[config.mk]
export PLATFORM = sky130hd
export DESIGN_NAME = bufferRegister
export DESIGN_NICKNAME = d
export VERILOG_FILES = /design/src/design/lvdcPkg.sv /design/src/design/bufferRegister.sv
export SDC_FILE = /design/constraint.sdc
export NUM_CORES = 1
export LEC_CHECK = 0
export ABC_AREA = 1
export BUFFER_PORTS_ARGS = -buffer_cell sky130_fd_sc_hd__buf_2
export CELL_PAD_IN_SITES_DETAIL_PLACEMENT = 0
export CELL_PAD_IN_SITES_GLOBAL_PLACEMENT = 2
export CORE_AREA = 4 4 99 101
export DETAILED_ROUTE_END_ITERATION = 7
export DIE_AREA = 0 0 103 105
export MAX_ROUTING_LAYER = met4
export PLACE_DENSITY = 0.82
export REMOVE_ABC_BUFFERS = 1
export SYNTH_ARGS = -nofsm -noshare
export SYNTH_HDL_FRONTEND = slang
export SYNTH_SLANG_ARGS = --single-unit
[constraint.sdc]
create_clock -name clk -period 1.5 [get_ports clk]
set_input_delay 0.15 -clock clk [delete_from_list [all_inputs] [get_ports clk]]
set_output_delay 0.15 -clock clk [all_outputs]
set_load 0.1 [all_outputs]
[src/design/lvdcPkg.sv]
`default_nettype none

package lvdcPkg;

    // memory geometry.
    localparam int addrWidth = 9;
    localparam int memDepth = 512;

    // a word is 26 data bits with two parity bits on top.
    localparam int dataWidth = 26;
    localparam int wordWidth = 28;
    localparam int syllableWidth = 13;

    // timing generator states.
    localparam logic [1:0] phIdle = 2'd0;
    localparam logic [1:0] phA = 2'd1;
    localparam logic [1:0] phB = 2'd2;
    localparam logic [1:0] phC = 2'd3;

    // opcode field values.
    localparam logic [3:0] opHop = 4'd0;
    localparam logic [3:0] opMpy = 4'd1;
    localparam logic [3:0] opSub = 4'd2;
    localparam logic [3:0] opDiv = 4'd3;
    localparam logic [3:0] opTnz = 4'd4;
    localparam logic [3:0] opMph = 4'd5;
    localparam logic [3:0] opAnd = 4'd6;
    localparam logic [3:0] opAdd = 4'd7;
    localparam logic [3:0] opTra = 4'd8;
    localparam logic [3:0] opXor = 4'd9;
    localparam logic [3:0] opPio = 4'd10;
    localparam logic [3:0] opSto = 4'd11;
    localparam logic [3:0] opTmi = 4'd12;
    localparam logic [3:0] opRsu = 4'd13;
    localparam logic [3:0] opShf = 4'd14;
    localparam logic [3:0] opCla = 4'd15;

    typedef struct packed {
        logic [3:0] opcode;
        logic [addrWidth-1:0] operand;
    } syllable_t;

    typedef struct packed {
        syllable_t syl1; // upper half.
        syllable_t syl0;
    } sylPair_t;

    // data word or instruction pair, same 26 bits.
    typedef union packed {
        logic signed [dataWidth-1:0] data;
        sylPair_t syl;
    } lvdcWord_u;

    typedef enum logic [3:0] {
        exNop,
        exAdd,
        exSub,
        exRsu,
        exAnd,
        exXor,
        exCla,
        exSto,
        exTra,
        exTmi,
        exTnz
    } execOp_e;

endpackage

`default_nettype wire

[src/design/bufferRegister.sv]
`timescale 1ns/1ps
`default_nettype none

module bufferRegister import lvdcPkg::*; (
    input wire logic clk,
    input wire logic rstN,
    input wire logic phaseB,
    input wire logic phaseC,
    input wire logic [wordWidth-1:0] readWord,
    input wire execOp_e execOp,
    input wire logic [addrWidth-1:0] operandAddr,
    input wire logic [dataWidth-1:0] acc,
    output logic [dataWidth-1:0] operandData,
    output logic parityError,
    output logic storeStrobe,
    output logic [addrWidth-1:0] storeAddr,
    output logic [wordWidth-1:0] storeWord
);

    lvdcWord_u inWord;
    lvdcWord_u accWord;
    logic [1:0] inParity;
    logic usesOperand;
    logic parityBad;

    // bit that makes the 14-bit group odd.
    function automatic logic oddParity(input logic [syllableWidth-1:0] syl);
        return ~^syl;
    endfunction

    assign inWord = readWord[dataWidth-1:0];
    assign inParity = readWord[wordWidth-1:dataWidth]; // {syl1, syl0} parity.
    assign accWord = acc;

    // only instructions that consume the operand read it in phase B.
    always_comb begin
        unique case (execOp)
            exAdd, exSub, exRsu, exAnd, exXor, exCla: usesOperand = 1'b1;
            default: usesOperand = 1'b0;
        endcase
    end

    assign parityBad = (inParity[1] != oddParity(inWord.syl.syl1)) ||
                       (inParity[0] != oddParity(inWord.syl.syl0));

    always_ff @(posedge clk) begin
        if (phaseB) begin
            operandData <= inWord.data;
        end
    end

    // sticky until reset.
    always_ff @(posedge clk) begin
        if (!rstN) begin
            parityError <= 1'b0;
        end else if (phaseB && usesOperand && parityBad) begin
            parityError <= 1'b1;
        end
    end

    // store path, written by memory at the end of phase C.
    assign storeStrobe = phaseC && (execOp == exSto);
    assign storeAddr = operandAddr;
    assign storeWord = {oddParity(accWord.syl.syl1), oddParity(accWord.syl.syl0), accWord.data};

endmodule

`default_nettype wire

Yosys cells after proc, flatten, opt, wreduce, memory -nomap -nowiden
Cells that the tools add are included.

word-level totals
  word-level logic and storage cells = 21
  bits of input ports = 71
  flip-flop bits (word level) = 27

operators by class
  reductions and logical operators = 9
  eq/ne operators = 9
  mux-type cells = 1

operator list
  kind                                                              number
  13-bit XNOR reduction                                             4
  4-bit by 3-bit == test with 1-bit output (second input constant)  4
  4-bit by 2-bit == test with 1-bit output (second input constant)  2
  6-bit OR reduction                                                1
  4-bit by 1-bit == test with 1-bit output (second input constant)  1
  1-bit logical AND                                                 3
  1-bit != test                                                     2
  1-bit logical OR                                                  1
  1-bit 2-to-1 mux                                                  1

Depth between registers and ports, before layout
  depth in word-level cells = 5
  gate-level depth with buffers = 13

Worst setup path before layout
No wires, ideal clock.

  path type = input to output
  start point = input acc[11]
  end point = output storeWord[26]
  buffers on the path = 0
  arrival time = 2.090 ns
  setup slack = -0.740 ns
  data required time = 1.350 ns
  stages = 4
  path through = xnor2_1 -> xnor2_1 -> xor2_1 -> xor2_1

on the way
  cells in the longest elaborated chain, start to end = 1

ends and longest elaborated chain
  item                   line                  text
  from (decl)            bufferRegister.sv:12  input wire logic [dataWidth-1:0] acc,
  13-bit XNOR reduction  bufferRegister.sv:28  return ~^syl;
  to (decl)              bufferRegister.sv:17  output logic [wordWidth-1:0] storeWord

Every way passes these cells.

Final worst setup path
  start point = input acc[4]
  end point = output storeWord[26]

Same word-level chain as after synthesis.

==> results.md <==
- Status: finished, final reports clean
- Total number of H-tree levels: 1
- Share of cells above drive strength 1: 0.423
- Max Root-Sink Buffers: 2
- Initial Util: 0.212
- Clock network power share: 0.136
- Final hold violations: 0
- Mapped Cells: 242
- Sequential power share: 0.296
- Via density: roughly 3.8
- WHS Endpoint: operandData[8]
- Die Span Y: about 110 um
- CTS root buffer: clkbuf_8
- Core Box Area: 9020 sq um
- Clock slew at reported path FFs: approximately 0.090 ns
- Nets@finish: 403
- Grt ovf: 0
- Final slew viol count: 0
- Worst setup SP type: primary input
- Hold Crit Depth: 1
- Storage cell area: approximately 800 sq um
- Drt pass-1 iters: 3
- Clock sink count: 27
- Sw Ratio: 0.499
- Vias: 1691
- MaxCap Viol Count: 0
- Post-CTS Hold Fix Bufs: 0
- Routed Antenna Nets: 0
- P_sw: approximately 0.0015 W
- Full die area: about 11000 sq um
- Peak supply drop: around 0.00084 V
- RSZ-0062 raised after global routing: true
- Critical-path maximum fanout: 2
- Critical path capture point type: primary output
- R2R depth: 2
- Synth Register Bits: 27
- First-pass GRT wire length: 7010 um
- Placed Instance Area: approximately 2400 sq um
- Multi-input logic area: 822 sq um
- Top Ports: roughly 140
- Part of the cycle the worst path needs: 0.938
- Num CTS Buffers: 3
- Max_slew headroom: 0.660
- Row count: 35
- Fin Hold WS: 0.0814 ns
- Design area: around 2600 sq um
- Post-Syn Area per Cell: slightly below 8 sq um
- Final Setup Violations: 0
- Post-Route Skew: 0 ns
- Drt wl/cell: between 10 and 15 um
- Area growth syn-to-layout: 35.9%
- Number of global-route vias before repair: between 1500 and 2000
- Critical path class: primary input to primary output
- Die Wd: around 100 um
- Yosys warns: 0
- Synth Flop Type: edfxtp_1
- Cell variety after synth: 16
- IO Port Bufs: between 100 and 150
- Leakage: around 1.4 nW
- Hold WC Path Type: primary input to register
- Clk Latency, worst-skew pair: ~0.27 ns
- Sequential-to-total area share from yosys stat: 0.420
- CTS resizes: 0
- Critical Path RT: between 1 and 1.5 ns
- Achievable Freq: about 710 MHz
- Flop-to-flop setup slack: roughly 0.94 ns
- Post-route minimum period: 1.41 ns
- Worst Hold Launch: readWord[8]
- Crit path DAT: around 1.3 ns
- Pint: about 0.0015 W
- Inserted Diodes: 0
- Initial antenna violation count: 0
- CTS tree: yes
- # Post-CTS Setup Buffers: 0
- Fillers: 985
- R2r startpoint: parityError
- EDFF count, synth: 26
- GRT Util Overall: 0.0823
- Actual slew at the worst max-slew pin: just over 0.5 ns
- Reg-to-Reg End: parityError
- Setup tns final: 0 ns
- Syn Std Cell Area: 1910 sq um
- Ys async rst share: 0
- P per Cell Area: roughly 1200 nW/um^2
- RePlAce Congestion: about 0.71
- Total Wirelength: around 4600 um
- Dpl hpwl: ~4000 um
- Initial DRC Count: 22
- Power share of the combinational group: 0.568
- Drt drc: 0
- Pin count of the biggest net entering global routing: 15
[final cells by class]
class	instances	share of cell area
Clock buffer	4	0.0174
Inverter	26	0.0376
Multi-Input combinational cell	154	0.317
Sequential cell	27	0.309
Tap cell	111	0.0535
Timing Repair Buffer	120	0.266
[worst max-delay path by stage]
stage / end / from / cells after the start / slack [ns]
after global placement: storeWord[26] / acc[1] / 6 / 0.10
after floorplan: storeWord[26] / acc[11] / 4 / -0.74
after CTS: storeWord[26] / acc[11] / 6 / 0.06
after global routing: storeWord[26] / acc[10] / 6 / -0.04
final: storeWord[26] / acc[4] / 6 / 0.09
after detailed placement: storeWord[26] / acc[11] / 6 / 0.06
[flip-flops by register name, summed over array words and instances (netlist names)]
name,count
operandData,26
parityError,1
[metal layers]
metal	part of all wire	GRT usage	up-vias
li1	-	-	882
met1	0.41	0.0945	697
met2	0.45	0.137	110
met3	0.14	0.0274	2
met4	0.0033	0.0194	0
met5	0	-	-
[power by group through the flow]
stage                     Combinational (W)  Sequential (W)  Clock, W
after floorplan                    0.000538         0.00135         0
after global placement              0.00167        0.000919         0
after detailed placement            0.00168        0.000920         0
after CTS                           0.00169        0.000903  0.000445
after global routing                0.00182        0.000909  0.000472
final                               0.00173        0.000901  0.000414
[synth_stat cells (2+ instances only)]
| cell type | count | area [sq um] |
|---|---|---|
| xnor2_1 | 19 | 166 |
| nand2_2 | 2 | 12.5 |
| xor2_1 | 7 | 61.3 |
| nand3b_1 | 3 | 22.5 |
| nor2_1 | 3 | 11.3 |
| nand3_1 | 5 | 25.0 |
| inv_1 | 20 | 75.1 |
| nand2_1 | 111 | 417 |
| edfxtp_1 | 26 | 781 |
| inv_2 | 6 | 22.5 |
| buf_4 | 35 | 263 |
[cell usage in the layout (no fill, tap or decap)]
cell       instances
a21oi_1            1
a21oi_2            1
buf_2            109
buf_4              3
buf_6              5
buf_8              1
clkbuf_1           1
clkbuf_16          2
clkbuf_8           3
dfxtp_1            1
edfxtp_1          26
inv_1             20
inv_2              6
nand2_1          111
nand2_2            2
nand3_1            5
nand3b_1           3
nor2_1             3
nor2_4             1
or2_1              1
xnor2_1           13
xnor2_2            4
xnor2_4            2
xor2_1             6
xor2_2             1
[cells by family after synthesis]
group | after synthesis | synth area share
and+or+nand+nor | 126 | 0.265
buffers and inverters | 61 | 0.189
DFF | 27 | 0.420
xor gates and xnor gates | 26 | 0.119
AOI/OAI and AO/OA | 2 | 0.00721
[critical path: stages]
cell       delay [ns]
buf_6            0.10
xor2_2           0.16
xnor2_1          0.19
xnor2_1          0.16
xor2_1           0.24
clkbuf_16        0.25
[metrics by stage]
stage	setup WS [ns]	power, W	std cells	util
after CTS	0.0587	0.00303	442	0.274
final	0.0928	0.00305	442	0.288
after detailed placement	0.0595	0.00260	438	0.269
after floorplan	-0.740	0.00189	207	-
after global routing	-0.0411	0.00320	442	0.288
after global placement	0.101	0.00259	438	0.269
Power figures use the tool's default switching activity.
