$ cat src/design/lvdcPkg.sv
`default_nettype none

package lvdcPkg;

    // memory geometry.
    localparam int addrWidth = 9;
    localparam int memDepth = 512;

    // a word is 26 data bits with two parity bits on top.
    localparam int dataWidth = 26;
    localparam int wordWidth = 28;
    localparam int syllableWidth = 13;

    // timing generator states.
    localparam logic [1:0] phIdle = 2'd0;
    localparam logic [1:0] phA = 2'd1;
    localparam logic [1:0] phB = 2'd2;
    localparam logic [1:0] phC = 2'd3;

    // opcode field values.
    localparam logic [3:0] opHop = 4'd0;
    localparam logic [3:0] opMpy = 4'd1;
    localparam logic [3:0] opSub = 4'd2;
    localparam logic [3:0] opDiv = 4'd3;
    localparam logic [3:0] opTnz = 4'd4;
    localparam logic [3:0] opMph = 4'd5;
    localparam logic [3:0] opAnd = 4'd6;
    localparam logic [3:0] opAdd = 4'd7;
    localparam logic [3:0] opTra = 4'd8;
    localparam logic [3:0] opXor = 4'd9;
    localparam logic [3:0] opPio = 4'd10;
    localparam logic [3:0] opSto = 4'd11;
    localparam logic [3:0] opTmi = 4'd12;
    localparam logic [3:0] opRsu = 4'd13;
    localparam logic [3:0] opShf = 4'd14;
    localparam logic [3:0] opCla = 4'd15;

    typedef struct packed {
        logic [3:0] opcode;
        logic [addrWidth-1:0] operand;
    } syllable_t;

    typedef struct packed {
        syllable_t syl1; // upper half.
        syllable_t syl0;
    } sylPair_t;

    // data word or instruction pair, same 26 bits.
    typedef union packed {
        logic signed [dataWidth-1:0] data;
        sylPair_t syl;
    } lvdcWord_u;

    typedef enum logic [3:0] {
        exNop,
        exAdd,
        exSub,
        exRsu,
        exAnd,
        exXor,
        exCla,
        exSto,
        exTra,
        exTmi,
        exTnz
    } execOp_e;

endpackage

`default_nettype wire

$ cat src/design/arithExecute.sv
`timescale 1ns/1ps
`default_nettype none

module arithExecute import lvdcPkg::*; (
    input wire logic clk,
    input wire logic rstN,
    input wire logic phaseC,
    input wire execOp_e execOp,
    input wire logic [addrWidth-1:0] operandAddr,
    input wire logic [dataWidth-1:0] operandData,
    output logic [dataWidth-1:0] acc,
    output logic [addrWidth-1:0] pcWord,
    output logic pcSyl
);

    logic [dataWidth-1:0] accNext;
    logic takeJump;

    // all results wrap at 26 bits, there is no overflow flag.
    always_comb begin
        unique case (execOp)
            exAdd: accNext = acc + operandData;
            exSub: accNext = acc - operandData;
            exRsu: accNext = operandData - acc; // reverse subtract.
            exAnd: accNext = acc & operandData;
            exXor: accNext = acc ^ operandData;
            exCla: accNext = operandData;
            default: accNext = acc;
        endcase
    end

    // branch conditions look at acc before this instruction.
    always_comb begin
        unique case (execOp)
            exTra: takeJump = 1'b1;
            exTmi: takeJump = acc[dataWidth-1];
            exTnz: takeJump = |acc;
            default: takeJump = 1'b0;
        endcase
    end

    always_ff @(posedge clk) begin
        if (!rstN) begin
            acc <= '0;
        end else if (phaseC) begin
            acc <= accNext;
        end
    end

    // syllable 0 then 1 of each word; jumps land on syllable 0.
    always_ff @(posedge clk) begin
        if (!rstN) begin
            pcWord <= '0;
            pcSyl <= 1'b0;
        end else if (phaseC) begin
            if (takeJump) begin
                pcWord <= operandAddr;
                pcSyl <= 1'b0;
            end else if (pcSyl) begin
                pcWord <= pcWord + 1'b1; // wraps at the top of memory.
                pcSyl <= 1'b0;
            end else begin
                pcSyl <= 1'b1;
            end
        end
    end

endmodule

`default_nettype wire

$ cat config.mk
export PLATFORM = sky130hd
export DESIGN_NAME = arithExecute
export DESIGN_NICKNAME = d
export VERILOG_FILES = /design/src/design/lvdcPkg.sv /design/src/design/arithExecute.sv
export SDC_FILE = /design/constraint.sdc
export NUM_CORES = 1
export LEC_CHECK = 0
export BUFFER_PORTS_ARGS = -buffer_cell sky130_fd_sc_hd__buf_2
export CAP_MARGIN = 5
export CORE_ASPECT_RATIO = 0.75
export CORE_MARGIN = 10
export CORE_UTILIZATION = 65
export DETAILED_ROUTE_END_ITERATION = 12
export HOLD_SLACK_MARGIN = 0.12
export PLACE_DENSITY = 0.85
export SYNTH_ARGS = -nofsm -noshare
export SYNTH_HDL_FRONTEND = slang
export SYNTH_SLANG_ARGS = --single-unit
export TNS_END_PERCENT = 1
$ cat constraint.sdc
create_clock -name clk -period 11.4 [get_ports clk]
set_input_delay 2.85 -clock clk [delete_from_list [all_inputs] [get_ports clk]]
set_output_delay 2.85 -clock clk [all_outputs]
set_load 0.1 [all_outputs]
# Yosys cells after proc, flatten, opt, wreduce, memory -nomap -nowiden
# Cells that the tools add are included.
# Widths: inputs -> output; s select.
word_totals:
  in_bits: 42
  out_inout_bits: 36
  wordCells: 29
  register_bits: 36
classes:
  muxes: 6
  n_bitwise: 2
  eq_ne: 9
  reduce_logical: 5
  addsub: 4
op_table:
  columns: ["cell", "count"]
  rows:
  - ["$pmux 26 s6", 1]
  - ["$sub 26x26->26", 2]
  - ["$add 26x26->26", 1]
  - ["$and 26x26->26", 1]
  - ["$reduce_or 26->1", 1]
  - ["$xor 26x26->26", 1]
  - ["$mux 9", 2]
  - ["$eq 4x3->1 const B", 3]
  - ["$eq 4x4->1 const B", 3]
  - ["$add 9x1->9 const B", 1]
  - ["$eq 4x2->1 const B", 2]
  - ["$reduce_bool 6->1", 1]
  - ["$eq 4x1->1 const B", 1]
  - ["$reduce_and 2->1", 2]
  - ["$pmux 1 s3", 1]
  - ["$mux 1", 2]
  - ["$reduce_bool 2->1", 1]

# Logic depth before layout (Yosys ltp)
depth:
  ltp_word: 4
  ltp_mapped: 16
  mapped_depth_nobuf: 16

# Least setup slack after synthesis
# Ideal clock, no wire load.
synth_path:
  kind: "input to register"
  startpoint: "in execOp[1]"
  endpoint: "reg acc[19]"
  arrival_time_ps: 6002
  cell_stages: 16
  setup_slack_ps: 5327
  required_ps: 11329
  path_buffers: 3
  setup_time_ps: 71
  cell_sequence: "clkbuf_1 nand2_1 nor3_1 clkbuf_1 nor2_1 xnor2_1 ha_1 buf_2 a21o_1 or3_1 o21bai_2 a211oi_1 o311a_1 o21ai_1 or3b_1 a21oi_1"
synth_via:
  elab_chain_cells: 3
  word_cells_on_any_way: 9
  classes_between: "eq/ne: 6; mux: 1; reduce/logical: 2"
synth_rtl:
  columns: ["element", "line_no", "rtl"]
  rows:
  - ["start: declaration", "arithExecute.sv:8", "input wire execOp_e execOp,"]
  - ["$eq 4x3->1, or another cell as far along", "arithExecute.sv:21", "unique case (execOp)"]
  - ["$reduce_bool 6->1 (no source line)", null, null]
  - ["$reduce_and 2->1 (no source line)", null, null]
  - ["end signal: assignment", "arithExecute.sv:46", "acc <= accNext;"]
  - ["end: declaration", "arithExecute.sv:11", "output logic [dataWidth-1:0] acc,"]
# Parallel ways exist; a longest one is shown, timed or not.
# A chain may end at the register's enable or synchronous reset.

# Worst setup path in the final report
layout_path:
  startpoint: "in execOp[1]"
  endpoint: "reg acc[14]"
# The elaborated chain is that of the path after synthesis.

==> impl_metrics.env <==
export IMPL_r2r_start="acc[6]"
export IMPL_hold_path_startpoint="pcSyl"
export IMPL_status="finished, final reports clean"
export IMPL_fin_crit_sh=0.604
export IMPL_fmax_mhz=145
export IMPL_finClkSkew_ps=11.8
export IMPL_p_leak_uw=0.00308
export IMPL_post_cts_setup_buffer_count=0
export IMPL_syn_nets=954
export IMPL_rsz0062_at_grt="false"
export IMPL_rows=30
export IMPL_tritoncts="built"
export IMPL_nNetsFinal=993
export IMPL_synthMostInstantiatedCell="a21oi_1"
export IMPL_path_max_fanout=34
export IMPL_synthTopCellsByCount="a21oi_1 (84), ha_1 (78), o21ai_0 (62)"
export IMPL_yosys_register_bits=36
export IMPL_worstSetupPathType="in2reg"
export IMPL_hold_violations=0
export IMPL_cts_hold_buf=0
export IMPL_p_clk_frac=0.180
export IMPL_timing_setup_tns_ps=0
export IMPL_grt_pass1_wl_mm=32.2
export IMPL_dp_worst_setup_slack_ps=4400
export IMPL_worstSetupStartpointType="input pin"
export IMPL_layout_drive_gt1_share=0.124
export IMPL_crit_start="execOp[1]"
export IMPL_power_switching_uw=480
export IMPL_htree_levels=2
export IMPL_wl_per_cell_um=20.2
export IMPL_synth_edf_count=0
export IMPL_cp_buffers_inverters=1
export IMPL_max_slew_margin_rel=0.201
export IMPL_worst_pin_slew_ps=1200
export IMPL_vias=6919
export IMPL_drt_iter0_drc=978
export IMPL_insertion_delay_ps=290
export IMPL_routed_via_density=6.92
export IMPL_switching_share=0.512
export IMPL_cp_cell_sequence="buf_2 > nand2_1 > nor3_1 > nor2_1 > xnor2_1 > ha_1 > a21oi_1 > o211ai_1 > nand3_1 > a21boi_0 > o21a_1 > nor3_1 > or3b_2 > a31oi_1"
export IMPL_crit_top_cell="nor3_1"
export IMPL_combPwrFrac=0.649
export IMPL_num_antenna_cells=0
export IMPL_fin_cells=1000
export IMPL_ys_flop_type="dfxtp_1"
export IMPL_post_dp_hpwl_mm=14.8
export IMPL_start_util=0.667
export IMPL_cp_arrival_ps=7110
export IMPL_drc=0
export IMPL_wl_mm=20.2
export IMPL_synth_top_area_share=0.161
export IMPL_slowest_delay_ps=770
export IMPL_cts_made_buffers=5
export IMPL_clockBufferDepth=2
export IMPL_syn_inst=832
export IMPL_drt_pass1_iterations=6
export IMPL_clock_sinks=36
export IMPL_grt_max_degree=39
export IMPL_yosysTopAreaCell="ha_1"
export IMPL_finalWeightedCongestion=0.954
export IMPL_grt_overflow_total=0
export IMPL_cp_top_family="simple AND/OR/NAND/NOR gates"
export IMPL_ios=78
export IMPL_dieArea_sq_um=13600
export IMPL_clk_pin_slew_ps=60
export IMPL_crit_required_ps=11620
export IMPL_drtAntennaViolNets=0
export IMPL_p_int_uw=457
export IMPL_synth_area_leaders="ha_1 (16%), dfxtp_1 (12%), a21oi_1 (6.9%), mux2i_1 (5.1%), o21ai_0 (5.1%)"
export IMPL_finalSetupViolations=0
export IMPL_fin_ws_ps=4510
export IMPL_grt_pass1_vias=6373
export IMPL_core_area_sq_um=9080
export IMPL_portBuffers=77
export IMPL_yosys_warnings=0
export IMPL_cts_repair_resized=0
export IMPL_die_w_um=131
export IMPL_worstSetupEndpointType="register"
export IMPL_hold_class="reg2reg"
export IMPL_ys_types=71
export IMPL_synth_area_sq_um=6050
export IMPL_yosysSeqAreaShare=0.119
export IMPL_die_y_um=104
export IMPL_slowest_stage="nor3_1"
export IMPL_maxSlewViolCount=0
export IMPL_fin_crit_ps=6890
export IMPL_hold_slack_ps=587
export IMPL_antenna_found_initial=0
export IMPL_syn_to_final_growth_pct=9.05
export IMPL_power_density_nw_per_um2=142
export IMPL_gr_usage_all_layers=0.274
export IMPL_syn_avg_cell_area_sq_um=7.28
export IMPL_power_frac_seq=0.171
export IMPL_async_flop_share=0
export IMPL_root_buffer="clkbuf_16"
export IMPL_placed_cells=992
export IMPL_ir_drop_v=0.0000843
export IMPL_maxCapViolCount=0
-- per-layer routing --
layer	routed length, um	share of wire	global-route usage	up-vias
met2	8990	0.44	0.428	494
met5	0	0	0	-
met1	8260	0.41	0.355	3192
met3	2310	0.11	0.0603	75
li1	-	-	-	3158
met4	670	0.033	0.113	0
-- sequential cells by signal (all words and copies together) (netlist names) --
signal  cells
pcSyl       1
acc        26
pcWord      9
-- placed cells by master, fill, tap and decap left out, drive strengths merged, types with 9 or more instances in the layout --
| cell type | n |
|---|---|
| o22ai | 25 |
| a221oi | 10 |
| nand2 | 53 |
| nor3 | 24 |
| a21oi | 85 |
| mux2i | 31 |
| nor2b | 9 |
| a31oi | 20 |
| or3 | 13 |
| and3 | 9 |
| nand3 | 19 |
| a21o | 19 |
| dfxtp | 36 |
| nand2b | 15 |
| xor2 | 22 |
| ha | 78 |
| inv | 36 |
| buf | 82 |
| nor2 | 51 |
| and2 | 11 |
| nand4 | 9 |
| xnor2 | 35 |
| o21ai | 74 |
| a211oi | 15 |
-- final cells by class --
cell class / count / area (sq um)
multi-input cells: 710 / 5000
fillers: 748 / 2480
flip-flops and latches: 36 / 721
repair buffers: 82 / 423
well taps: 128 / 160
inverters: 36 / 135
clock buffers: 5 / 125
clock inverters: 3 / 42.5
-- stage by stage --
stage	util	total power, uW	area [sq um]
floorplan	-	621	6050
global route	0.727	984	6600
detailed placement	0.708	745	6430
CTS	0.727	915	6600
finish	0.727	937	6600
global placement	0.708	723	6430
-- kinds of logic after synthesis --
family	synth area share
compound gates	0.316
flops	0.119
mux	0.0531
simple gates	0.205
xor+xnor	0.0825
fa+ha+maj	0.168
buf+inv	0.0566
-- power groups by stage --
stage	combinational, uW	sequential, uW	clock, uW
finish	608	160	169
global route	653	162	170
CTS	591	159	166
detailed placement	584	162	0
global placement	563	160	0
floorplan	393	228	0
-- final timing paths --
kind	endpoint	slack [ps]	depth (start not counted)
max reg2reg	acc[20]	7410	12
max	acc[14]	4510	14
min	pcWord[0]	590	2
min reg2reg	pcWord[0]	590	2
-- tightest hold or removal path, stage by stage (launching register included) --
cell,delay (ps)
dfxtp_1,360
nand4b_1,130
o21ai_2,50
(Power assumes the default switching activity.)
