**src/design/lvdcPkg.sv**
```systemverilog
`default_nettype none

package lvdcPkg;

    // memory geometry.
    localparam int addrWidth = 9;
    localparam int memDepth = 512;

    // a word is 26 data bits with two parity bits on top.
    localparam int dataWidth = 26;
    localparam int wordWidth = 28;
    localparam int syllableWidth = 13;

    // timing generator states.
    localparam logic [1:0] phIdle = 2'd0;
    localparam logic [1:0] phA = 2'd1;
    localparam logic [1:0] phB = 2'd2;
    localparam logic [1:0] phC = 2'd3;

    // opcode field values.
    localparam logic [3:0] opHop = 4'd0;
    localparam logic [3:0] opMpy = 4'd1;
    localparam logic [3:0] opSub = 4'd2;
    localparam logic [3:0] opDiv = 4'd3;
    localparam logic [3:0] opTnz = 4'd4;
    localparam logic [3:0] opMph = 4'd5;
    localparam logic [3:0] opAnd = 4'd6;
    localparam logic [3:0] opAdd = 4'd7;
    localparam logic [3:0] opTra = 4'd8;
    localparam logic [3:0] opXor = 4'd9;
    localparam logic [3:0] opPio = 4'd10;
    localparam logic [3:0] opSto = 4'd11;
    localparam logic [3:0] opTmi = 4'd12;
    localparam logic [3:0] opRsu = 4'd13;
    localparam logic [3:0] opShf = 4'd14;
    localparam logic [3:0] opCla = 4'd15;

    typedef struct packed {
        logic [3:0] opcode;
        logic [addrWidth-1:0] operand;
    } syllable_t;

    typedef struct packed {
        syllable_t syl1; // upper half.
        syllable_t syl0;
    } sylPair_t;

    // data word or instruction pair, same 26 bits.
    typedef union packed {
        logic signed [dataWidth-1:0] data;
        sylPair_t syl;
    } lvdcWord_u;

    typedef enum logic [3:0] {
        exNop,
        exAdd,
        exSub,
        exRsu,
        exAnd,
        exXor,
        exCla,
        exSto,
        exTra,
        exTmi,
        exTnz
    } execOp_e;

endpackage

`default_nettype wire

```
**src/design/timingGen.sv**
```systemverilog
`timescale 1ns/1ps
`default_nettype none

module timingGen import lvdcPkg::*; (
    input wire logic clk,
    input wire logic rstN,
    input wire logic runEn,
    input wire logic stepPulse,
    output logic phaseA,
    output logic phaseB,
    output logic phaseC
);

    logic [1:0] state;

    // one instruction is A, B, C; idle between steps.
    always_ff @(posedge clk) begin
        if (!rstN) begin
            state <= phIdle;
        end else begin
            unique case (state)
                phIdle: begin
                    if (runEn || stepPulse) begin
                        state <= phA;
                    end
                end
                phA: begin
                    state <= phB;
                end
                phB: begin
                    state <= phC;
                end
                phC: begin
                    // free run chains straight into the next fetch.
                    if (runEn) begin
                        state <= phA;
                    end else begin
                        state <= phIdle;
                    end
                end
                default: begin
                    state <= phIdle;
                end
            endcase
        end
    end

    // strobes decode straight from the state, so only one is ever high.
    assign phaseA = (state == phA);
    assign phaseB = (state == phB);
    assign phaseC = (state == phC);

endmodule

`default_nettype wire

```
**config.mk**
```make
export PLATFORM = sky130hd
export DESIGN_NAME = timingGen
export DESIGN_NICKNAME = d
export VERILOG_FILES = /design/src/design/lvdcPkg.sv /design/src/design/timingGen.sv
export SDC_FILE = /design/constraint.sdc
export NUM_CORES = 1
export LEC_CHECK = 0
export BUFFER_PORTS_ARGS = -buffer_cell sky130_fd_sc_hd__buf_4
export CAP_MARGIN = 25
export CORE_AREA = 2 2 39 41
export CTS_CLUSTER_SIZE = 30
export DETAILED_ROUTE_END_ITERATION = 8
export DIE_AREA = 0 0 41 43
export SYNTH_ARGS = -nofsm -noshare
export SYNTH_HDL_FRONTEND = slang
export SYNTH_SLANG_ARGS = --single-unit
```
**constraint.sdc**
```tcl
create_clock -name clk -period 1.2 [get_ports clk]
set_input_delay 0.24 -clock clk [delete_from_list [all_inputs] [get_ports clk]]
set_output_delay 0.24 -clock clk [all_outputs]
set_load 0.1 [all_outputs]
```
Yosys cells after proc, flatten, opt, wreduce, memory -nomap -nowiden --
Index checks and enable logic that the tools add are counted.
Operators by class: reductions and logical operators 2, eq/ne operators 4, mux-type cells 3
Operators by type and width (count):
- $pmux W2 S4 | 1
- $eq A2 B2 Y1 const B | 2
- $eq A2 B1 Y1 const B | 1
- $logic_not A2 Y1 | 1
- $mux W2 | 1
- $ne A2 B2 Y1 const B | 1
- $logic_or A1 B1 Y1 | 1
- $mux W1 | 1
Storage, ports and cells: input port bits 4, output and inout port bits 3, flip-flop bits (word level) 2, logic and storage cells 10

Depth between registers and ports, before layout --
Gate-level depths: netlist of the first run.
depth after elaboration 3, mapped depth 5, depth with buffers taken out 5

Least setup slack after synthesis of the first run --
No wires, ideal clock.
path kind reg-to-reg, start register state[1], end register state[0], stages on the path, launching flop included 4, setup slack -0.443 ns, arrival 1.584 ns, setup time 0.060 ns, period minus slack after synthesis 1.643 ns, data required time 1.140 ns, buffers on the path 0, path through dfxtp_1 ha_1 a2111oi_1 and3b_1
Between the ends: word-level cells in the longest chain between the ends 2, elaborated cells on any way between the ends 6, those cells by class 4 x eq/ne; 1 x mux; 1 x reduce/logical
Ends and longest elaborated chain:
- start: declaration | line timingGen.sv:14 | logic [1:0] state;
- start signal: assignment | line timingGen.sv:19 | state <= phIdle;
- start signal: assignment | line timingGen.sv:24 | state <= phA;
- start signal: assignment | line timingGen.sv:28 | state <= phB;
- $eq A2 B2 Y1
- net phaseC | line timingGen.sv:11 | output logic phaseC
- $pmux W2 S4 | line timingGen.sv:21 | unique case (state)
The timed path passes the listed nets, and every way through them passes these cells. A chain may end at the register's enable or synchronous reset.

Worst setup path after layout of the first run --
start register state[0], end output port phaseB
Between the ends: word-level cells in the longest chain between the ends 1
Ends and longest elaborated chain:
- $eq A2 B2 Y1 | line timingGen.sv:50 | assign phaseB = (state == phB);
- end: declaration | line timingGen.sv:10 | output logic phaseB,
Every way passes these cells.

==> results of run 1 <==
==> routing by layer <==
layer  global-route usage  vias up  part of all wire
li1                     -       83                 -
met3               0.0628        0             0.071
met2               0.0969        7              0.51
met5                    0        -                 0
met1               0.0573       77              0.41
met4               0.0200        0                 0
==> cell usage after synthesis <==
| master | instances |
|---|---|
| and3b_1 | 1 |
| inv_1 | 2 |
| nor2_1 | 1 |
| nor2b_1 | 1 |
| mux2i_1 | 1 |
| a2111oi_1 | 1 |
| dfxtp_1 | 2 |
| nor3b_2 | 1 |
| o21ai_0 | 1 |
| ha_1 | 5 |
==> worst min-delay path by stage <==
| stage | from | to | slack [ns] | depth (start not counted) |
|---|---|---|---|---|
| global placement | rstN | state[1] | 0.48 | 2 |
| CTS | rstN | state[1] | 0.25 | 2 |
| global route | rstN | state[1] | 0.27 | 2 |
| detailed placement | rstN | state[1] | 0.48 | 2 |
| finish | rstN | state[1] | 0.26 | 2 |
| floorplan | rstN | state[1] | 0.37 | 1 |
==> cell type report <==
cell class | instances | area share
Multi-Input combinational cell | 12 | 0.440
Inverter | 2 | 0.0306
Tap cell | 16 | 0.0489
Clock buffer | 3 | 0.0550
Sequential cell | 2 | 0.104
Timing Repair Buffer | 11 | 0.321
==> through the flow <==
step	cells	hold slack [ns]	instance area [um^2]
floorplan	16	0.368	174
global placement	43	0.479	277
detailed placement	43	0.482	277
CTS	46	0.253	389
global route	46	0.269	409
finish	46	0.257	409
==> cell families (layout without fill, tap and decap cells) <==
family | after synthesis | count (layout) | share of synthesized area
muxes | 1 | 1 | 0.0602
DFF | 2 | 2 | 0.241
adders and majority gates | 5 | 5 | 0.376
AOI/OAI and AO/OA | 2 | 2 | 0.0902
and+or+nand+nor | 4 | 4 | 0.188
buffers and inverters | 2 | 16 | 0.0451
==> timing repair <==
action,in CTS,in global routing
setup buffers,0,0
endpoints found under the setup margin,5,5
gates cloned,0,0
pin swaps,3,1
gates resized for setup,21,4
==> flow_summary.yaml, run 1 <==
global_routing:
  antenna_found_initial: 0
  grt_pass1_wl_um: 690
  grt.total_usage: 0.0641
  grt_overflow_total: 0
  first_global_vias: 172
  grt_max_degree: 5
die:
  dieArea_um2: 1760
  die_w_um: 41
  start_util: 0.120
  die_y_um: 43
  rows: 14
  coreArea_um2: 1380
  num_io_pins: 7
sta:
  timing.fmax_ghz: 0.780
  slew_viol_final: 0
  fin_tns_setup_ns: -0.354
  period_needed_ns: 1.28
  rsz0062_at_grt: "true"
  setup_viol: 5
  hold_viol: 0
  period_share: 1.07
  fin_skew_ns: 0.00337
  setup_slack_ns: -0.0818
  relSlewSlack: 0.820
  worst_slew_pin_slew_ns: 0.269
cts:
  cts.sinks: 2
  ctsHoldBuffers: 0
  path_clk_slew_ns: 0.03
  numCtsBuffers: 3
  clk-insertion-delay-late_ns: 0.22
  ctsHtreeMaxLevel: 1
  clock_path_buffers: 2
  cts_tree: "built"
  cts_root_buf: "clkbuf_4"
drt:
  via_count: 167
  routed_wirelength_um: 479
  viasPerCell: 3.63
  dr.pass1.iters: 4
  drt-initial-drc-count: 2
  antenna_left: 0
  wire_per_inst_um: 10.4
  drc: 0
status:
  outcome: "complete, but fails checks"
  violations: "negative setup slack"
synth:
  syn_area_um2: 166
  synth_top_area_share: 0.376
  yosysSeqAreaShare: 0.241
  ys_ff_latch: 2
  synth_top_cell_by_area: "ha_1"
  syn_inst: 16
  yosysWarnings: 0
  synth_area_leaders: "ha_1 38%, dfxtp_1 24%, nor3b_2 7.5%"
  ys_types: 10
  syn_avg_cell_area_um2: 10.4
  syn-num-nets: 25
worst_setup_path:
  cp.depth: 4
  worst-r2r-setup-slack_ns: -0.07
  critical_path.top_delay_family: "flip-flops"
  worst-path-buf-inv: 3
  critPathLaunchType: "register"
  endpoint: "phaseB"
  worstPathRequired_ns: 0.96
  crit_chain: "inv_4, buf_6, ha_4, buf_12"
  crit_start: "state[0]"
  rr_worst_depth: 4
  max_stage_delay_ns: 0.34
  crit_type: "reg -> out"
  worstReg2RegStart: "state[0]"
  critPathMaxFanout: 4
  arrival_ns: 1.04
  crit_slowest_cell: "dfxtp_2"
  worst_setup_path_end_kind: "output port"
  reg2reg_to: "state[0]"
final_layout:
  num_antenna_cells: 0
  top_register: "state"
  fillers: 141
  seq_area_um2: 42.5
  final_cell_mix: "5 x buf_4, 4 x ha_4, 3 x clkbuf_4, 3 x buf_12, 3 x buf_6"
  largest_registers: "state (2)"
  mostFrequentLayoutCell: "buf_4"
  multiInputGateArea_um2: 180
  syn_to_final_growth_pct: 146
  drive_above_1_share: 0.800
  nNetsFinal: 41
  fin_util: 0.296
  largest_reg_flops: 2
placed_design:
  dpl_worst_slack_ns: -0.163
  io_buffers: 6
  hpwl_um: 308
  place_congestion: 0.635
worst_hold_path:
  min_path_type: "in -> reg"
flow_run:
  drv_cap: 0
Power of run 1 is left out: the tool's default activity adds up to more than one toggle a clock period on the data nets, which glitch-free logic cannot reach.
==> inputs of run 2 (changes only) <==
Settings changed: SKIP_CTS_REPAIR_TIMING set to 1.
==> flow_summary.yaml, run 2 (synthesis results as in run 1) <==
worst_hold_path:
  hold_path_startpoint: "rstN"
  worstHoldEndpoint: "state[1]"
  hold_path_depth: 2
  min_path_type: "in -> reg"
sta:
  fin_tns_setup_ns: -0.307
  hold_viol: 0
  setup_slack_ns: -0.0764
  slew_viol_final: 0
  relSlewSlack: 0.832
  setup_viol: 5
  worst_slew_pin_slew_ns: 0.251
  whs_ns: 0.254
  fin_skew_ns: 0.00288
  timing.fmax_ghz: 0.783
  period_share: 1.06
  rsz0062_at_grt: "true"
  period_needed_ns: 1.28
status:
  outcome: "complete, but fails checks"
  violations: "negative setup slack"
die:
  start_util: 0.120
  rows: 14
  dieArea_um2: 1760
  die_w_um: 41
  num_io_pins: 7
  die_y_um: 43
  coreArea_um2: 1380
placed_design:
  place_congestion: 0.635
  place_area_um2: 277
  dp_cells: 43
  io_buffers: 6
  hpwl_um: 308
cts:
  numCtsBuffers: 3
  clk-insertion-delay-late_ns: 0.22
  cts.sinks: 2
  path_clk_slew_ns: 0.03
  ctsHtreeMaxLevel: 1
  clock_path_buffers: 2
  cts_root_buf: "clkbuf_4"
  cts_tree: "built"
worst_setup_path:
  worstPathRequired_ns: 0.96
  crit_type: "reg -> out"
  worst-r2r-setup-slack_ns: -0.05
  critPathMaxFanout: 4
  crit_chain: "inv_4, buf_6, ha_4, buf_12"
  arrival_ns: 1.04
  cp.depth: 4
  crit_slowest_cell: "dfxtp_2"
  max_stage_delay_ns: 0.34
  reg2reg_to: "state[0]"
  worst-path-buf-inv: 3
  worst_setup_path_end_kind: "output port"
  worstReg2RegStart: "state[0]"
  rr_worst_depth: 4
  critPathLaunchType: "register"
  critical_path.top_delay_family: "flip-flops"
final_layout:
  largest_reg_flops: 2
  multiInputGateArea_um2: 168
  fillers: 143
  final_area_um2: 387
  seq_area_um2: 42.5
  largest_registers: "state (2)"
  nNetsFinal: 41
  top_register: "state"
  num_antenna_cells: 0
  mostFrequentLayoutCell: "buf_4"
  syn_to_final_growth_pct: 132
  final_cell_mix: "7 x buf_4, 3 x ha_4, 3 x clkbuf_4, 3 x buf_12"
  final-instance-count-excl-fill: 46
  drive_above_1_share: 0.767
global_routing:
  grt_max_degree: 5
  grt_pass1_wl_um: 586
  grt.total_usage: 0.0541
  grt_overflow_total: 0
  antenna_found_initial: 0
  first_global_vias: 149
drt:
  dr.pass1.iters: 1
  drc: 0
  routed_wirelength_um: 405
  drt-initial-drc-count: 0
  via_count: 164
  antenna_left: 0
  wire_per_inst_um: 8.80
  viasPerCell: 3.57
flow_run:
  drv_cap: 0
-- run 2: changes by cell type in the layout (fill, tap and decap cells not counted) --
| cell | previous run | this run |
|---|---|---|
| inv_2 | 0 | 1 |
| ha_1 | 1 | 2 |
| ha_4 | 4 | 3 |
| buf_6 | 3 | 1 |
| inv_4 | 2 | 1 |
| buf_4 | 5 | 7 |
-- run 2: worst max-delay path by stage --
stage / slack [ns] / to / startpoint
final: -0.08 / phaseB / state[0]
after global routing: -0.11 / state[1] / state[0]
after CTS: -0.25 / phaseB / state[0]
after detailed placement: -0.16 / state[0] / state[0]
after global placement: -0.15 / state[0] / state[0]
after floorplan: -0.16 / state[0] / state[1]
-- run 2: per-layer routing --
metal / GRT usage / vias up / wire (um)
met1: 0.0573 / 72 / 186
li1: - / 85 / -
met2: 0.0656 / 7 / 184
met3: 0.0628 / 0 / 34
met4: 0.0200 / 0 / 0
met5: 0 / - / 0
-- run 2: area by class of cell --
cell class,instances,area share
Timing Repair Buffer,11,0.320
Inverter,2,0.0259
Sequential cell,2,0.110
Tap cell,16,0.0518
Clock buffer,3,0.0583
Multi-Input combinational cell,12,0.434
-- run 2: through the flow --
stage,util,worst slack [ns]
2_1_floorplan,-,-0.164
3_3_place_gp,0.200,-0.152
3_5_place_dp,0.200,-0.163
4_1_cts,0.216,-0.252
5_1_grt,0.279,-0.110
6_report,0.279,-0.0764
Power of run 2 is left out for the same reason.
==> inputs of run 3 (changes only) <==
==> constraint.sdc (replaced) <==
create_clock -name clk -period 1.2 [get_ports clk]
set_input_delay 0.12 -clock clk [delete_from_list [all_inputs] [get_ports clk]]
set_output_delay 0.12 -clock clk [all_outputs]
set_load 0.1 [all_outputs]
==> flow_summary.yaml, run 3 (synthesis results as in run 1) <==
status:
  outcome: "complete, but fails checks"
  violations: "negative setup slack"
worst_setup_path:
  critPathMaxFanout: 2
  rr_worst_depth: 4
  arrival_ns: 1.37
  worst_setup_path_end_kind: "register"
  critPathLaunchType: "register"
  crit_type: "reg -> reg"
  worstPathRequired_ns: 1.30
  worst-r2r-setup-slack_ns: -0.07
global_routing:
  first_global_vias: 143
  grt_overflow_total: 0
  grt_max_degree: 5
  grt_pass1_wl_um: 489
  antenna_found_initial: 0
  grt.total_usage: 0.0490
drt:
  dr.pass1.iters: 2
  routed_wirelength_um: 435
  drc: 0
  drt-initial-drc-count: 1
  viasPerCell: 3.50
  antenna_left: 0
  wire_per_inst_um: 9.06
  via_count: 168
cts:
  ctsHtreeMaxLevel: 1
  cts_root_buf: "clkbuf_4"
  path_clk_slew_ns: 0.03
  cts_tree: "built"
  numCtsBuffers: 3
  clk-insertion-delay-late_ns: 0.22
  cts.sinks: 2
  clock_path_buffers: 2
placed_design:
  dpl_worst_slack_ns: -0.101
  hpwl_um: 299
  io_buffers: 6
  place_congestion: 0.562
die:
  start_util: 0.120
  num_io_pins: 7
  coreArea_um2: 1380
  die_y_um: 43
  die_w_um: 41
  rows: 14
  dieArea_um2: 1760
final_layout:
  drive_above_1_share: 0.813
  top_register: "state"
  largest_reg_flops: 2
  mostFrequentLayoutCell: "buf_4"
  final_cell_mix: "11 x buf_4, 3 x clkbuf_4"
  fillers: 152
  syn_to_final_growth_pct: 127
  fin_util: 0.273
  num_antenna_cells: 0
  nNetsFinal: 43
  largest_registers: "state (2)"
sta:
  hold_viol: 0
  slew_viol_final: 0
  rsz0062_at_grt: "true"
  fin_tns_setup_ns: -0.141
  fin_skew_ns: 0.000395
  setup_viol: 5
  period_needed_ns: 1.27
  worst_slew_pin_slew_ns: 0.293
  relSlewSlack: 0.804
  setup_slack_ns: -0.0695
  timing.fmax_ghz: 0.788
  period_share: 1.06
worst_hold_path:
  min_path_type: "in -> reg"
  hold_path_depth: 2
flow_run:
  drv_cap: 0
==> run 3: cell count changes in the layout (fill, tap and decap cells not counted), sizes merged <==
cell and change:
buf +2
==> run 3: worst max-delay path: stages, from the launching register on <==
cell and delay, ns:
dfxtp_2 0.32, buf_4 0.14, ha_4 0.16, a2111oi_2 0.31, and3b_1 0.22
==> run 3: layer usage <==
metal / wire, um / vias up / global-route usage
li1: - / 88 / -
met2: 235 / 7 / 0.0531
met5: 0 / - / 0
met4: 0 / 0 / 0.0600
met3: 39 / 0 / 0.0471
met1: 160 / 73 / 0.0446
==> run 3: final cells by class <==
type,count,area (um^2),share of cell area
clock buffers,3,22.5,0.0596
repair buffers,13,123,0.325
multi-input cells,12,160,0.424
inverters,2,10.0,0.0265
well taps,16,20.0,0.0530
flip-flops and latches,2,42.5,0.113
==> run 3: final timing paths <==
| path | startpoint | end |
|---|---|---|
| worst max-delay path | state[0] | state[0] |
| worst min-delay path | rstN | state[1] |
| worst max register to register | state[0] | state[0] |
| worst min register to register | state[1] | state[1] |
==> run 3: metrics by stage <==
step	hold WS (ns)	area, um^2	instances
after floorplan	0.248	186	16
after global placement	0.352	304	45
after detailed placement	0.353	304	45
after CTS	0.125	327	48
after global routing	0.135	378	48
final	0.131	378	48
Power of run 3 is left out for the same reason.
